<file path="src/source/guide_config.svh">
`ifndef GUIDE_CONFIG_SVH
`define GUIDE_CONFIG_SVH

// Simulation-scale timing, a board build only swaps these values

// Heartbeat period in clocks (a 20 Hz tick on hardware)
`define GUIDE_TICK_CYCLES     4000

// Clocks a switch must hold still before its new value is taken
`define GUIDE_DEBOUNCE_CYCLES 8

// UART bit length in clocks
`define GUIDE_CLKS_PER_BIT    8

// Phase lengths of the avoidance curve, in heartbeat ticks
`define GUIDE_BACK_TICKS      3
`define GUIDE_R1_TICKS        2
`define GUIDE_L_TICKS         4
`define GUIDE_R2_TICKS        2

// Stop time at a zebra crossing, in ticks
`define GUIDE_ZEBRA_TICKS     3

`endif

</file>
<file path="src/source/guide_ctrl_pkg.sv">
package guide_ctrl_pkg;

  // Switch and sensor levels, all active high
  typedef struct packed {
    logic start;       // Start whistle
    logic obstacle;    // Front stop level
    logic zebra;       // Zebra crossing seen
    logic person_far;  // Back stop level, handler fell behind
    logic clap;        // Stop by clap
    logic estop;       // Emergency stop
  } guide_inputs_t;

  // Motion command sent to the rover base
  typedef enum logic [2:0] {
    CMD_STOP  = 3'd0,
    CMD_FWD   = 3'd1,
    CMD_ARC_L = 3'd2,
    CMD_ARC_R = 3'd3,
    CMD_REV   = 3'd4
  } guide_cmd_e;

  // Guide behavior states
  typedef enum logic [2:0] {
    S_IDLE    = 3'd0,  // Waiting for start
    S_FORWARD = 3'd1,
    S_BACK    = 3'd2,  // First leg of the avoidance curve
    S_ARC_R1  = 3'd3,
    S_ARC_L   = 3'd4,
    S_ARC_R2  = 3'd5,
    S_ZEBRA   = 3'd6,  // Timed stop at a crossing
    S_HOLD    = 3'd7   // Wait for the handler to catch up
  } guide_state_e;

endpackage

</file>
<file path="src/source/serial_frame_pkg.sv">
package serial_frame_pkg;

  // Sections of one JSON wheel-speed line
  typedef enum logic [2:0] {
    F_IDLE  = 3'd0,  // No burst running
    F_HEAD  = 3'd1,  // {"T":1,"L":
    F_LEFT  = 3'd2,  // Left wheel value
    F_MID   = 3'd3,  // ,"R":
    F_RIGHT = 3'd4,  // Right wheel value
    F_TAIL  = 3'd5   // Closing brace and line feed
  } frame_field_e;

  // One byte on its way to the UART
  typedef struct packed {
    logic       valid;  // Byte is on offer, held until ready
    logic [7:0] data;
  } serial_byte_t;

endpackage

</file>
<file path="src/source/input_conditioner.sv">
`timescale 1ns/1ps

`include "guide_config.svh"

module input_conditioner import guide_ctrl_pkg::*; (
  input  logic          CLOCK_50,
  input  logic          rst_n,
  input  logic          tick,       // Heartbeat pulse
  input  guide_inputs_t raw,        // Switches straight from the pins
  output guide_inputs_t level,      // Debounced levels
  output logic          start_req   // Start press waiting for the FSM
);

  localparam int DEB_N = `GUIDE_DEBOUNCE_CYCLES;
  localparam int CNT_W = $clog2(DEB_N + 1);

  logic [5:0] raw_v;
  logic [5:0] lvl_v;
  logic       start_q;    // Debounced start one clock ago
  logic       start_rise;

  assign raw_v = raw;

  // One stability counter per field
  for (genvar i = 0; i < 6; i++) begin : g_deb
    logic [CNT_W-1:0] cnt;
    logic             stable_q;

    always_ff @(posedge CLOCK_50 or negedge rst_n) begin
      if (!rst_n) begin
        cnt      <= '0;
        stable_q <= 1'b0;
      end else if (raw_v[i] == stable_q) begin
        cnt <= '0;                          // Input agrees, nothing pending
      end else if (cnt == CNT_W'(DEB_N - 1)) begin
        stable_q <= raw_v[i];               // Held long enough, accept it
        cnt      <= '0;
      end else begin
        cnt <= cnt + 1'b1;
      end
    end

    assign lvl_v[i] = stable_q;
  end

  assign level = guide_inputs_t'(lvl_v);

  always_ff @(posedge CLOCK_50 or negedge rst_n) begin
    if (!rst_n) start_q <= 1'b0;
    else        start_q <= level.start;
  end

  assign start_rise = level.start & ~start_q;

  // Sticky request, a press between ticks is kept until the FSM sees it
  always_ff @(posedge CLOCK_50 or negedge rst_n) begin
    if (!rst_n)          start_req <= 1'b0;
    else if (start_rise) start_req <= 1'b1;  // A fresh press wins over the clear
    else if (tick)       start_req <= 1'b0;
  end

endmodule

</file>
<file path="src/source/guide_timer.sv">
`timescale 1ns/1ps

`include "guide_config.svh"

module guide_timer (
  input  logic       CLOCK_50,
  input  logic       rst_n,
  input  logic       load,        // Start a new phase
  input  logic [3:0] length,      // Phase length in ticks
  output logic       tick,        // One-cycle heartbeat pulse
  output logic       phase_done   // Phase count has run out
);

  localparam int TICK_N = `GUIDE_TICK_CYCLES;
  localparam int DIV_W  = $clog2(TICK_N);

  logic [DIV_W-1:0] div_cnt;
  logic [3:0]       phase_cnt;

  // Free-running heartbeat divider
  always_ff @(posedge CLOCK_50 or negedge rst_n) begin
    if (!rst_n) begin
      div_cnt <= '0;
      tick    <= 1'b0;
    end else begin
      tick <= (div_cnt == DIV_W'(TICK_N - 1));  // Registered, first pulse N clocks in
      if (div_cnt == DIV_W'(TICK_N - 1)) div_cnt <= '0;
      else                               div_cnt <= div_cnt + 1'b1;
    end
  end

  // Phase countdown
  // The FSM loads in a tick cycle, so that tick already counts as the first one
  always_ff @(posedge CLOCK_50 or negedge rst_n) begin
    if (!rst_n) begin
      phase_cnt <= 4'd0;
    end else if (load) begin
      phase_cnt <= (length == 4'd0) ? 4'd0 : length - 4'd1;
    end else if (tick && phase_cnt != 4'd0) begin
      phase_cnt <= phase_cnt - 4'd1;
    end
  end

  assign phase_done = (phase_cnt == 4'd0);

endmodule

</file>
<file path="src/source/guide_fsm.sv">
`timescale 1ns/1ps

`include "guide_config.svh"

module guide_fsm import guide_ctrl_pkg::*; (
  input  logic          CLOCK_50,
  input  logic          rst_n,
  input  logic          tick,        // Heartbeat, the only time anything moves
  input  guide_inputs_t level,       // Debounced sensor levels
  input  logic          start_req,   // Pending start press
  input  logic          phase_done,  // Timed phase has run out
  output logic          load,        // Load the phase countdown
  output logic [3:0]    length,      // Ticks for the phase being entered
  output guide_cmd_e    command
);

  guide_state_e state_q;
  guide_state_e next_state;

  // Tick count of each timed state, zero for the untimed ones
  function automatic logic [3:0] phase_len(guide_state_e st);
    case (st)
      S_BACK:   phase_len = 4'(`GUIDE_BACK_TICKS);
      S_ARC_R1: phase_len = 4'(`GUIDE_R1_TICKS);
      S_ARC_L:  phase_len = 4'(`GUIDE_L_TICKS);
      S_ARC_R2: phase_len = 4'(`GUIDE_R2_TICKS);
      S_ZEBRA:  phase_len = 4'(`GUIDE_ZEBRA_TICKS);
      default:  phase_len = 4'd0;
    endcase
  endfunction

  // Wheel command for each state
  function automatic guide_cmd_e cmd_of(guide_state_e st);
    case (st)
      S_FORWARD:          cmd_of = CMD_FWD;
      S_BACK:             cmd_of = CMD_REV;
      S_ARC_R1, S_ARC_R2: cmd_of = CMD_ARC_R;
      S_ARC_L:            cmd_of = CMD_ARC_L;
      default:            cmd_of = CMD_STOP;  // Idle, hold and zebra
    endcase
  endfunction

  always_comb begin
    next_state = state_q;
    load       = 1'b0;
    length     = 4'd0;
    if (tick) begin
      if (level.estop || level.clap) begin
        next_state = S_IDLE;              // Stop wins from any state
      end else begin
        case (state_q)
          S_IDLE:    if (start_req) next_state = S_FORWARD;
          S_FORWARD: begin
            if (level.person_far)    next_state = S_HOLD;
            else if (level.obstacle) next_state = S_BACK;
            else if (level.zebra)    next_state = S_ZEBRA;
          end
          S_HOLD:    if (!level.person_far) next_state = S_FORWARD;
          S_BACK:    if (phase_done) next_state = S_ARC_R1;
          S_ARC_R1:  if (phase_done) next_state = S_ARC_L;
          S_ARC_L:   if (phase_done) next_state = S_ARC_R2;
          S_ARC_R2,
          S_ZEBRA:   if (phase_done) next_state = S_FORWARD;
          default:   next_state = S_IDLE;
        endcase
      end
      // Entering a timed state starts its countdown
      if (next_state != state_q) begin
        length = phase_len(next_state);
        load   = (length != 4'd0);
      end
    end
  end

  // Command follows the state one tick later, it shows where the dog was
  always_ff @(posedge CLOCK_50 or negedge rst_n) begin
    if (!rst_n) begin
      state_q <= S_IDLE;
      command <= CMD_STOP;
    end else if (tick) begin
      state_q <= next_state;
      command <= cmd_of(state_q);
    end
  end

endmodule

</file>
<file path="src/source/json_burst.sv">
`timescale 1ns/1ps

module json_burst import guide_ctrl_pkg::*, serial_frame_pkg::*; (
  input  logic         CLOCK_50,
  input  logic         rst_n,
  input  logic         tick,      // Heartbeat, one line per tick
  input  guide_cmd_e   command,   // Current motion command
  output serial_byte_t tx,        // Byte stream to the UART
  input  logic         ready      // UART can take a byte
);

  localparam logic [8*11-1:0] HEAD_TXT = "{\"T\":1,\"L\":";
  localparam logic [8*5-1:0]  MID_TXT  = ",\"R\":";
  localparam logic [8*2-1:0]  TAIL_TXT = "}\n";

  frame_field_e field_q;
  logic [3:0]   idx_q;       // Byte index inside the current field
  logic [3:0]   field_len;
  guide_cmd_e   cmd_q;       // Command frozen for the whole line
  logic         tick_d;
  logic         xfer;

  // Tenths digit of the wheel speed
  function automatic logic [7:0] tenths(guide_cmd_e cmd, logic right);
    case (cmd)
      CMD_FWD, CMD_REV: tenths = "2";
      CMD_ARC_L:        tenths = right ? "3" : "1";  // Left wheel slower
      CMD_ARC_R:        tenths = right ? "1" : "3";
      default:          tenths = "0";
    endcase
  endfunction

  // Characters in the value text, "0", "0.d" or "-0.d"
  function automatic logic [7:0] value_char(guide_cmd_e cmd, logic right, logic [3:0] idx);
    logic [3:0] pos;
    pos = (cmd == CMD_REV) ? idx : idx + 4'd1;  // Skip the sign slot
    case (pos)
      4'd0:    value_char = "-";
      4'd1:    value_char = "0";
      4'd2:    value_char = ".";
      default: value_char = tenths(cmd, right);
    endcase
  endfunction

  function automatic logic [3:0] value_len(guide_cmd_e cmd);
    case (cmd)
      CMD_STOP: value_len = 4'd1;
      CMD_REV:  value_len = 4'd4;
      default:  value_len = 4'd3;
    endcase
  endfunction

  always_comb begin
    case (field_q)
      F_HEAD:  field_len = 4'd11;
      F_MID:   field_len = 4'd5;
      F_TAIL:  field_len = 4'd2;
      default: field_len = value_len(cmd_q);  // Both wheels share the length
    endcase
  end

  // Byte on offer, first character sits in the top byte of each text
  always_comb begin
    tx.valid = (field_q != F_IDLE);
    case (field_q)
      F_HEAD:  tx.data = HEAD_TXT[8*(10 - idx_q) +: 8];
      F_LEFT:  tx.data = value_char(cmd_q, 1'b0, idx_q);
      F_MID:   tx.data = MID_TXT[8*(4 - idx_q) +: 8];
      F_RIGHT: tx.data = value_char(cmd_q, 1'b1, idx_q);
      F_TAIL:  tx.data = TAIL_TXT[8*(1 - idx_q) +: 8];
      default: tx.data = 8'h00;
    endcase
  end

  assign xfer = tx.valid && ready;

  always_ff @(posedge CLOCK_50 or negedge rst_n) begin
    if (!rst_n) begin
      tick_d  <= 1'b0;
      field_q <= F_IDLE;
      idx_q   <= 4'd0;
    end else begin
      tick_d <= tick;
      if (field_q == F_IDLE) begin
        if (tick_d) begin                 // Command has settled by now
          field_q <= F_HEAD;
          idx_q   <= 4'd0;
        end
      end else if (xfer) begin
        if (idx_q == field_len - 4'd1) begin
          idx_q   <= 4'd0;
          field_q <= (field_q == F_TAIL) ? F_IDLE : frame_field_e'(field_q + 3'd1);
        end else begin
          idx_q <= idx_q + 4'd1;
        end
      end
    end
  end

  always_ff @(posedge CLOCK_50) begin
    if (field_q == F_IDLE && tick_d) cmd_q <= command;
  end

endmodule

</file>
<file path="src/source/uart_tx.sv">
`timescale 1ns/1ps

`include "guide_config.svh"

module uart_tx import serial_frame_pkg::*; #(
  parameter int CLKS_PER_BIT = `GUIDE_CLKS_PER_BIT
) (
  input  logic         CLOCK_50,
  input  logic         rst_n,
  input  serial_byte_t tx,        // Byte offered by the burst generator
  output logic         ready,     // Idle, next byte can be taken
  output logic         uart_out   // Serial line, idles high
);

  localparam int BAUD_W = $clog2(CLKS_PER_BIT);

  logic              busy;
  logic [9:0]        shift_q;     // Stop, data, start, sent from bit 0
  logic [3:0]        bit_cnt;
  logic [BAUD_W-1:0] baud_cnt;

  assign ready    = ~busy;
  assign uart_out = busy ? shift_q[0] : 1'b1;

  always_ff @(posedge CLOCK_50 or negedge rst_n) begin
    if (!rst_n) begin
      busy     <= 1'b0;
      bit_cnt  <= 4'd0;
      baud_cnt <= '0;
    end else if (!busy) begin
      if (tx.valid) begin                   // Transfer, start bit follows next clock
        busy     <= 1'b1;
        bit_cnt  <= 4'd0;
        baud_cnt <= '0;
      end
    end else if (baud_cnt == BAUD_W'(CLKS_PER_BIT - 1)) begin
      baud_cnt <= '0;
      if (bit_cnt == 4'd9) busy <= 1'b0;    // End of stop bit
      else                 bit_cnt <= bit_cnt + 4'd1;
    end else begin
      baud_cnt <= baud_cnt + 1'b1;
    end
  end

  // Frame register, LSB first behind the start bit
  always_ff @(posedge CLOCK_50) begin
    if (!busy && tx.valid)
      shift_q <= {1'b1, tx.data, 1'b0};
    else if (busy && baud_cnt == BAUD_W'(CLKS_PER_BIT - 1))
      shift_q <= {1'b1, shift_q[9:1]};
  end

endmodule

</file>
<file path="src/source/guide_dog_top.sv">
`timescale 1ns/1ps

module guide_dog_top import guide_ctrl_pkg::*, serial_frame_pkg::*; (
  input  logic          CLOCK_50,
  input  logic          rst_n,
  input  guide_inputs_t sensors,   // Switches plus the front and back stop levels
  output guide_cmd_e    command,
  output logic          uart_out   // To the rover base RX
);

  guide_inputs_t level;
  logic          start_req;
  logic          tick;
  logic          load;
  logic [3:0]    length;
  logic          phase_done;
  serial_byte_t  tx_byte;
  logic          tx_ready;

  input_conditioner u_cond (
    .CLOCK_50  (CLOCK_50),
    .rst_n     (rst_n),
    .tick      (tick),
    .raw       (sensors),
    .level     (level),
    .start_req (start_req)
  );

  guide_timer u_timer (
    .CLOCK_50   (CLOCK_50),
    .rst_n      (rst_n),
    .load       (load),
    .length     (length),
    .tick       (tick),
    .phase_done (phase_done)
  );

  guide_fsm u_fsm (
    .CLOCK_50   (CLOCK_50),
    .rst_n      (rst_n),
    .tick       (tick),
    .level      (level),
    .start_req  (start_req),
    .phase_done (phase_done),
    .load       (load),
    .length     (length),
    .command    (command)
  );

  json_burst u_burst (
    .CLOCK_50 (CLOCK_50),
    .rst_n    (rst_n),
    .tick     (tick),
    .command  (command),
    .tx       (tx_byte),
    .ready    (tx_ready)
  );

  uart_tx u_uart (
    .CLOCK_50 (CLOCK_50),
    .rst_n    (rst_n),
    .tx       (tx_byte),
    .ready    (tx_ready),
    .uart_out (uart_out)
  );

endmodule

</file>
<file path="config.mk">
export PLATFORM = sky130hd
export DESIGN_NAME = guide_dog_top
export DESIGN_NICKNAME = d
export VERILOG_FILES = /design/src/source/guide_ctrl_pkg.sv /design/src/source/serial_frame_pkg.sv /design/src/source/input_conditioner.sv /design/src/source/guide_timer.sv /design/src/source/guide_fsm.sv /design/src/source/json_burst.sv /design/src/source/uart_tx.sv /design/src/source/guide_dog_top.sv
export VERILOG_INCLUDE_DIRS = /design/src /design/src/source
export SDC_FILE = /design/constraint.sdc
export NUM_CORES = 1
export LEC_CHECK = 0
export BUFFER_PORTS_ARGS = -buffer_cell sky130_fd_sc_hd__buf_2
export CAP_MARGIN = 20
export CORE_ASPECT_RATIO = 0.75
export CORE_MARGIN = 1
export CORE_UTILIZATION = 57
export CTS_BUF_LIST = sky130_fd_sc_hd__clkbuf_8 sky130_fd_sc_hd__clkbuf_16
export CTS_CLUSTER_SIZE = 30
export DETAILED_ROUTE_END_ITERATION = 6
export PLACE_DENSITY = 0.81
export SLEW_MARGIN = 10
export SYNTH_ARGS = -nofsm -noshare
export SYNTH_HDL_FRONTEND = slang
export SYNTH_SLANG_ARGS = --single-unit
</file>
<file path="constraint.sdc">
create_clock -name CLOCK_50 -period 3.34 [get_ports CLOCK_50]
set_clock_uncertainty 0.15 [all_clocks]
set_input_delay 0.501 -clock CLOCK_50 [delete_from_list [all_inputs] [get_ports CLOCK_50]]
set_output_delay 0.501 -clock CLOCK_50 [all_outputs]
set_load 0.01 [all_outputs]
</file>
==> results of run 1 <==
==> layout make-up <==
| class | instances | area (um^2) | area share, % |
|---|---|---|---|
| multi-input combinational | 365 | 2320 | 46.5 |
| clock buffer | 9 | 124 | 2.48 |
| tap | 101 | 126 | 2.53 |
| inverter | 22 | 82.6 | 1.66 |
| clock inverter | 7 | 81.3 | 1.63 |
| sequential | 83 | 2130 | 42.7 |
| timing repair buffer | 19 | 128 | 2.56 |
==> critical path: cells and delay by family (launching register included) <==
kind                       cells  cell delay [ps]
and+or+nand+nor                5             1150
muxes                          1              330
adders and majority gates      1              240
xor gates and xnor gates       1              250
AOI/OAI and AO/OA              2              490
DFF                            1              440
==> timing repair <==
item / in CTS / in global routing
resized for setup: 1 / 3
endpoints found under the setup margin: 1 / 4
endpoints found under the hold margin: 0 / 0
==> state kept, by name (all words and copies together), names as in the netlist, 3 cells and up <==
| signal | count |
|---|---|
| u_cond.g_deb.cnt | 24 |
| u_timer.div_cnt | 12 |
| u_uart.shift_q | 9 |
| u_cond.g_deb.stable_q | 6 |
| u_burst.idx_q | 4 |
| u_timer.phase_cnt | 4 |
| u_uart.bit_cnt | 4 |
| u_burst.cmd_q | 3 |
| u_burst.field_q | 3 |
| u_fsm.command | 3 |
| u_fsm.state_q | 3 |
| u_uart.baud_cnt | 3 |
==> kinds of logic after synthesis <==
group,Yosys count
adder cells (fa/ha/maj),20
buffers and inverters,42
multiplexers,9
AO/OA/AOI/OAI,105
XOR/XNOR,33
AND/OR/NAND/NOR,198
flip-flops,83
==> final timing paths <==
kind / end / depth (start not counted) / slack (ps)
hold / removal: u_cond.g_deb[2].cnt[2] / 1 / 60
setup / recovery: u_burst.field_q[1] / 10 / 180
min in group CLOCK_50: u_cond.g_deb[2].stable_q / 3 / 220
max in group asynchronous: u_burst.field_q[0] / 2 / 2310
setup reg to reg: u_burst.field_q[1] / 10 / 180
hold reg to reg: u_cond.start_req / 1 / 270
==> stage by stage <==
step	power [W]	utilization [%]	instances	instance area (um^2)	setup WS, ps
final	0.00238	65.9	606	4990	184
after floorplan	0.00153	-	490	4600	336
after global placement	0.00162	63.0	590	4770	260
after global routing	0.00250	65.9	606	4990	3.70
after detailed placement	0.00164	63.0	590	4770	22.2
after CTS	0.00239	65.7	606	4970	23.9
==> report_power, final <==
part / internal [W] / switching [W]
combinational: 0.000171 / 0.000167
clock: 0.000359 / 0.000407
sequential: 0.00115 / 0.000127
total: 0.00168 / 0.000701
==> cell usage after synthesis (2+ instances only) <==
master     instances
a2111oi_0          3
a211oi_1           2
a21oi_1           29
a221oi_1           4
a22o_1             5
a31oi_1            9
a32oi_1            2
and2_1             6
and3_1             2
buf_2              4
clkbuf_1          15
dfrtp_1           71
edfxtp_1          11
ha_1              20
inv_1             22
mux2_2             4
mux2i_1            4
nand2_1           42
nand2b_1           6
nand3_1           12
nand3b_1           2
nand4_1            6
nand4b_1           3
nor2_1            59
nor2b_1           10
nor3_1            25
nor3b_1            2
nor4_1             3
nor4b_1            2
o2111ai_1          4
o21ai_0           19
o22ai_1            9
o31ai_1            5
o32ai_1            2
o41ai_1            2
or2_2              2
or3_1              6
or4_1              2
xnor2_1           26
xor2_1             7
==> layer usage <==
| layer | track usage [%] | vias to the layer above |
|---|---|---|
| li1 | - | 1781 |
| met1 | 33.4 | 1780 |
| met2 | 38.4 | 139 |
| met3 | 7.10 | 21 |
| met4 | 9.86 | 0 |
| met5 | 0 | - |
==> run metrics, run 1 <==
Critical Path Start u_burst.field_q[1]; most common cell after layout, fill and taps aside dfrtp_1; Hold/Removal Path Class in2async; gr usage total 24.9%; fmax 317 MHz; Max Cap Viol 0; drt via density 6.14; first-pass GRT wire length 16400 um; status completed; WL/cell 15.5 um; met3 wire length 688 um; synthesized area per cell 9.39 um^2; compound-cell area share of the yosys netlist 14.9%; I/O pin cnt 12; Seq cells post-synth 83; Cell Area, Synth 4600 um^2; fill cell count 587; Crit-path slowest cell dfrtp_1; hold violation count in the final report 0; Yosys top cell by area dfrtp_1; root buf cell clkbuf_8; post-route ant nets 0; share of synthesized registers carrying an async set or reset 85.5%; synth unique cells 61; WS Path Type reg2reg; clk slew on worst S/H paths 100 ps; mux contribution to synthesized area 2.09%; DRC 0; Pleak 2.07 nW; startpoint types flip-flop; CTS tree built; Synth Warn # 0; Worst-Margin Slew 898 ps; gr ovfl total 0; largest net degree at the start of global routing 37; WL met2 4310 um; Synth top area share 38.6%; core area 7570 um^2; Max Slew Vio Count 0; Area Growth Syn to Fin 8.40%; antenna violations before repair 0; Peak VDD IR 0.000438 V; DIE HEIGHT 79.8 um; worst skew pair latency 370 ps; fin crit share 94.5%; Vias 3721; main combinational cell family by area after synthesis simple AND/OR/NAND/NOR gates; CP required 3450 ps; met1 WL 4240 um; CTS Sinks 83; DRT Pass-1 Iters 5; Iter 0 DRT Violations 246; Total Routed Length 9420 um; total clock buffers created by CTS 9; placer congestion estimate 0.939; Initial Utilization 60.8%; PD cells 477 nW/um^2; Worst EP arrival 3260 ps; antenna diode count 0; top sig layer met4; Worst setup EP type flip-flop; total die area 8440 um^2; Adder-Cell Fraction of Synth Area 5.44%; Worst Path Max Fanout 7; HPWL Detailed 6550 um; endpoints failing setup 0; Clock H-tree levels 3; Mapped Nets 518; Setup TNS Final 0 ps; Critical R2R Launch u_burst.field_q[1]; final net count 528; hold_buf cts 0; simple-gate share of the synthesized area 21.4%; Slowest Stage Delay on Critical Path 440 ps; sequential area share after synthesis 46.2%; vias in the first global route 3545; port bufs 11; Post-Synth XOR/XNOR Area 6.28%; EDFF count, synth 11; worst hold slack 63.1 ps; RSZ-0062 raised after global routing no; clk buf depth 2; die span in x 106 um; Synth Flop Type dfrtp_1; slew margin rel. 39.9%; layout cells sized above 1 9.31%; Post-CTS Setup Bufs 0; Syn Inst Count 490; cell chain of the critical path and2b_1 -> and2_1 -> nor3_1 -> ha_1 -> xnor2_2 -> nor4b_2 -> a311oi_1 -> a211o_1 -> nor3b_2 -> mux2_1; most frequent cells in the layout dfrtp_1, nor2_1, nand2_1; min Tclk post-route 3160 ps; synth top area cells dfrtp_1, edfxtp_1, ha_1; # rows 27
Note: power is estimated with default switching activity, not from simulation.
==> run 2, diff against run 1 <==
--- a/config.mk
+++ b/config.mk
@@ -10,11 +10,11 @@
 export CAP_MARGIN = 20
 export CORE_ASPECT_RATIO = 0.75
 export CORE_MARGIN = 1
-export CORE_UTILIZATION = 57
+export CORE_UTILIZATION = 60
 export CTS_BUF_LIST = sky130_fd_sc_hd__clkbuf_8 sky130_fd_sc_hd__clkbuf_16
 export CTS_CLUSTER_SIZE = 30
 export DETAILED_ROUTE_END_ITERATION = 6
-export PLACE_DENSITY = 0.81
+export PLACE_DENSITY = 0.84
 export SLEW_MARGIN = 10
 export SYNTH_ARGS = -nofsm -noshare
 export SYNTH_HDL_FRONTEND = slang
==> run 2 against run 1 <==
  * Clock power grew 5.4%
  * Final cell count increased by 0.33%
  * Hold slack lost 41 ps
  * Die area shrank 4.9%
  * Largest cell class unchanged
==> run metrics, run 2 (synthesis gave the netlist of run 1 again) <==
status completed; Hold/Removal Path Class in2async; Worst Path Max Fanout 10; Iter 0 DRT Violations 269; vias in the first global route 3421; slew margin rel. 42.2%; total die area 8030 um^2; Setup TNS Final 0 ps; I/O pin cnt 12; max FFs per register 24; Peak VDD IR 0.000532 V; DRC 0; Vias 3678; DIE HEIGHT 77.8 um; die span in x 103 um; hold violation count in the final report 0; root buf cell clkbuf_8; Worst EP arrival 3260 ps; fin area 5020 um^2; PD cells 486 nW/um^2; fill cell count 546; Largest regs u_cond.g_deb.cnt x24, u_timer.div_cnt x12, u_uart.shift_q x9; worst skew pair latency 350 ps; Post-CTS Setup Bufs 0; most common cell after layout, fill and taps aside dfrtp_1; Max Cap Viol 0; min Tclk post-route 3190 ps; clk slew on worst S/H paths 80 ps; drt via density 6.05; Worst-Margin Slew 860 ps; Initial Utilization 62.2%; layout cells sized above 1 9.47%; most frequent cells in the layout dfrtp_1, nor2_1, nand2_1; antenna violations before repair 0; Max Slew Vio Count 0; DRT Pass-1 Iters 5; WS Path Type reg2reg; startpoint types flip-flop; gr ovfl total 0; first-pass GRT wire length 15500 um; Total Routed Length 9170 um; post-route ant nets 0; largest net degree at the start of global routing 40; fmax 314 MHz; Worst setup EP type flip-flop; worst hold slack 22.5 ps; hold_buf cts 0; HPWL Detailed 6460 um; Largest Register u_cond.g_deb.cnt; Area Growth Syn to Fin 9.05%; CTS resizes 0; CTS Sinks 83; clk buf depth 2; placer congestion estimate 0.948; RSZ-0062 raised after global routing no; port bufs 11; CP required 3420 ps; total clock buffers created by CTS 9; reg2reg setup slack 150 ps; fin crit share 95.4%; endpoints failing setup 0; final net count 530; core area 7400 um^2; dpl cell area 4770 um^2; WL/cell 15.1 um; gr usage total 24.8%; Clock H-tree levels 3; antenna diode count 0; CTS tree built; # rows 27; Pleak 2.09 nW
run 2: cell types whose count changed in the layout (fill, tap and decap cells not counted), sizes merged:
| cell | change |
|---|---|
| buf | +2 |
| clkbuf | +4 |
| clkinv | -1 |
| inv | -3 |
run 2: where the power goes:
group,leakage (nW),switching [W],internal (W)
logic,0.945,0.000180,0.000173
clock network,0.122,0.000356,0.000451
registers,1.03,0.000133,0.00115
run 2: final timing paths:
| check | from | endpoint | cells past startpoint |
|---|---|---|---|
| min | rst_n | u_cond.g_deb[0].cnt[2] | 2 |
| min in group CLOCK_50 | sensors[5] | u_cond.g_deb[5].stable_q | 3 |
| max | u_burst.field_q[0] | u_burst.field_q[1] | 11 |
| max in group asynchronous | rst_n | u_uart.busy | 2 |
| max reg2reg | u_burst.field_q[0] | u_burst.field_q[1] | 11 |
| min reg2reg | u_cond.start_q | u_cond.start_req | 1 |
run 2: metal layers:
metal	track usage, %	share of wire [%]	up-vias
li1	-	-	1784
met4	6.48	1.5	0
met5	0	0	-
met3	7.03	7.0	19
met1	33.1	45	1733
met2	39.8	46	142
run 2: through the flow:
| step | std cells | power, W | util [%] | worst slack, ps |
|---|---|---|---|---|
| after global routing | 608 | 0.00256 | 67.8 | 38.0 |
| after detailed placement | 592 | 0.00165 | 64.5 | 25.8 |
| after global placement | 592 | 0.00161 | 64.5 | 280 |
| final | 608 | 0.00244 | 67.8 | 152 |
| after floorplan | 490 | 0.00153 | - | 336 |
| after CTS | 608 | 0.00246 | 67.6 | 7.49 |
run 2: critical path, cell delays in order (launching register included):
cell and delay, ps:
dfrtp_1 460, and2_1 190, ha_1 270, nor2_1 140, nor2_1 50, ha_1 200
xnor2_2 230, nor4b_2 270, a311oi_1 90, a211o_1 410, nor3b_2 240, mux2_1 350
run 2: layout make-up:
cell class / instances / area (um^2) / area share, %
multi-input cells: 365 / 2320 / 46.2
flip-flops and latches: 83 / 2130 / 42.4
clock buffers: 13 / 190 / 3.79
repair buffers: 21 / 130 / 2.59
well taps: 101 / 126 / 2.52
inverters: 22 / 82.6 / 1.65
clock inverters: 3 / 42.5 / 0.848
==> run 3, diff against run 2 <==
--- a/config.mk
+++ b/config.mk
@@ -18,4 +18,5 @@
 export SLEW_MARGIN = 10
 export SYNTH_ARGS = -nofsm -noshare
 export SYNTH_HDL_FRONTEND = slang
+export SYNTH_HIERARCHICAL = 1
 export SYNTH_SLANG_ARGS = --single-unit
==> run 3 against run 2 <==
  * Clock power rose by 18%
  * Global-route usage fell by 0.90 points
  * Count of clock-buffer cells in the layout fell by 4
  * Core utilization fell by 0.12 points
  * Largest cell class unchanged
  * Via count rose by 5.6%
  * Largest power group unchanged
  * Synthesized area rose by 11%
  * Power rose by 10%
  * Critical path depth fell by 1
  * Synthesized cell count rose by 3.5%
  * Final cell count rose by 2.0%
==> run metrics, run 3 <==
gr usage total 23.9%; drt via density 6.27; final setup margin 285 ps; Worst EP arrival 3120 ps; Mapped Nets 536; vias in the first global route 3534; Area Growth Syn to Fin 6.78%; fmax 327 MHz; worst skew pair latency 330 ps; slew margin rel. 36.8%; HPWL Detailed 6990 um; antenna diode count 0; Worst setup EP type flip-flop; Setup TNS Final 0 ps; DRC 0; buffer and inverter count on the worst path 1; most common cell after layout, fill and taps aside dfrtp_1; met1 usage 30.8%; antenna violations before repair 0; CP delay by family, top flip-flops; Cell Area, Synth 5110 um^2; placer congestion estimate 0.913; PD cells 494 nW/um^2; layout cells sized above 1 14.8%; Largest regs u_cond/g_deb.cnt x24, u_timer/div_cnt x12, u_uart/shift_q x9; die span in x 109 um; GRT met2 Usage 40.4%; Largest Register u_cond/g_deb.cnt; pre-CTS setup slack 357 ps; min Tclk post-route 3050 ps; core area 8060 um^2; Hold/Removal Path Class in2async; met3 Usage GRT 5.71%; Total Routed Length 9760 um; worst hold slack 168 ps; first-pass GRT wire length 16200 um; hold violation count in the final report 0; Clock H-tree levels 3; Pwr Total 0.00270 W; CP required 3400 ps; Crit-path slowest cell dfrtp_1; Post-CTS Setup Bufs 0; Synth Warn # 6; cell mode on critical path ha_1; DIE HEIGHT 81.9 um; fill cell count 601; Max Cap Viol 0; Syn Inst Count 507; endpoints failing setup 0; DRT Pass-1 Iters 5; Peak VDD IR 0.000433 V; final net count 539; startpoint types flip-flop; CTS resizes 0; most frequent cells in the layout dfrtp_1, nor2_1, nand2_1; largest net degree at the start of global routing 44; final core occ 67.7%; WS Path Type reg2reg; status completed; RSZ-0062 raised after global routing no; fin crit share 91.5%; clk buf depth 2; post-route ant nets 0; port bufs 11; max FFs per register 24; Slowest Stage Delay on Critical Path 590 ps; Iter 0 DRT Violations 282; Initial Utilization 63.4%; cell chain of the critical path inv_1 -> ha_1 -> o21bai_1 -> mux2i_4 -> ha_1 -> xor2_1 -> xnor2_4 -> nor3_4 -> nand3_2 -> mux2_4; Max Slew Vio Count 0; Worst-Margin Slew 948 ps; hold_buf cts 0; root buf cell clkbuf_16; gr ovfl total 0; total die area 8890 um^2; Pleak 2.27 nW; total clock buffers created by CTS 9; Vias 3885; clk slew on worst S/H paths 60 ps; synthesized area per cell 10.1 um^2; WL/cell 15.7 um; CTS tree built; # rows 28; busiest layer in global routing met2; I/O pin cnt 12; CTS Sinks 83; Worst Path Max Fanout 12
-- run 3: worst reg2reg max path, delay by kind of cell (launching register included) --
kind / cells / cell delay [ps]
DFF: 1 / 590
xor gates and xnor gates: 2 / 540
muxes: 2 / 520
and+or+nand+nor: 2 / 390
AOI/OAI and AO/OA: 1 / 180
adders and majority gates: 2 / 430
buffers and inverters: 1 / 140
-- run 3: routing by layer --
layer | wire length, um | vias to the layer above
met3 | 520 | 17
met4 | 126 | 0
met5 | 0 | -
li1 | - | 1866
met1 | 4340 | 1879
met2 | 4770 | 123
-- run 3: worst paths after layout --
kind,start,cells past startpoint,end,slack (ps)
setup / recovery,u_burst/field_q[2],10,u_burst/field_q[1],290
hold / removal,rst_n,1,u_cond/g_deb[0].cnt[1],170
setup reg to reg,u_burst/field_q[2],10,u_burst/field_q[1],290
hold reg to reg,u_cond/start_q,1,u_cond/start_req,280
max in group asynchronous,rst_n,2,u_cond/g_deb[3].cnt[2],2110
min in group CLOCK_50,sensors[3],2,u_cond/g_deb[3].stable_q,260
-- run 3: area by class of cell --
type / instances / area (um^2) / share of cell area [%]
clock buffer: 9 / 225 / 4.13
clock inverter: 7 / 68.8 / 1.26
inverter: 24 / 90.1 / 1.65
multi-input combinational: 374 / 2710 / 49.6
sequential: 83 / 2130 / 39.0
tap: 105 / 131 / 2.41
timing repair buffer: 18 / 108 / 1.97
-- run 3: through the flow --
step,cell area [um^2],std cells
floorplan,5110,507
global placement,5160,604
detailed placement,5160,604
CTS,5460,620
global route,5460,620
finish,5460,620
-- run 3: power by group --
group / switching (W) / internal (W)
logic: 0.000237 / 0.000230
registers: 0.000120 / 0.00115
clock network: 0.000379 / 0.000577
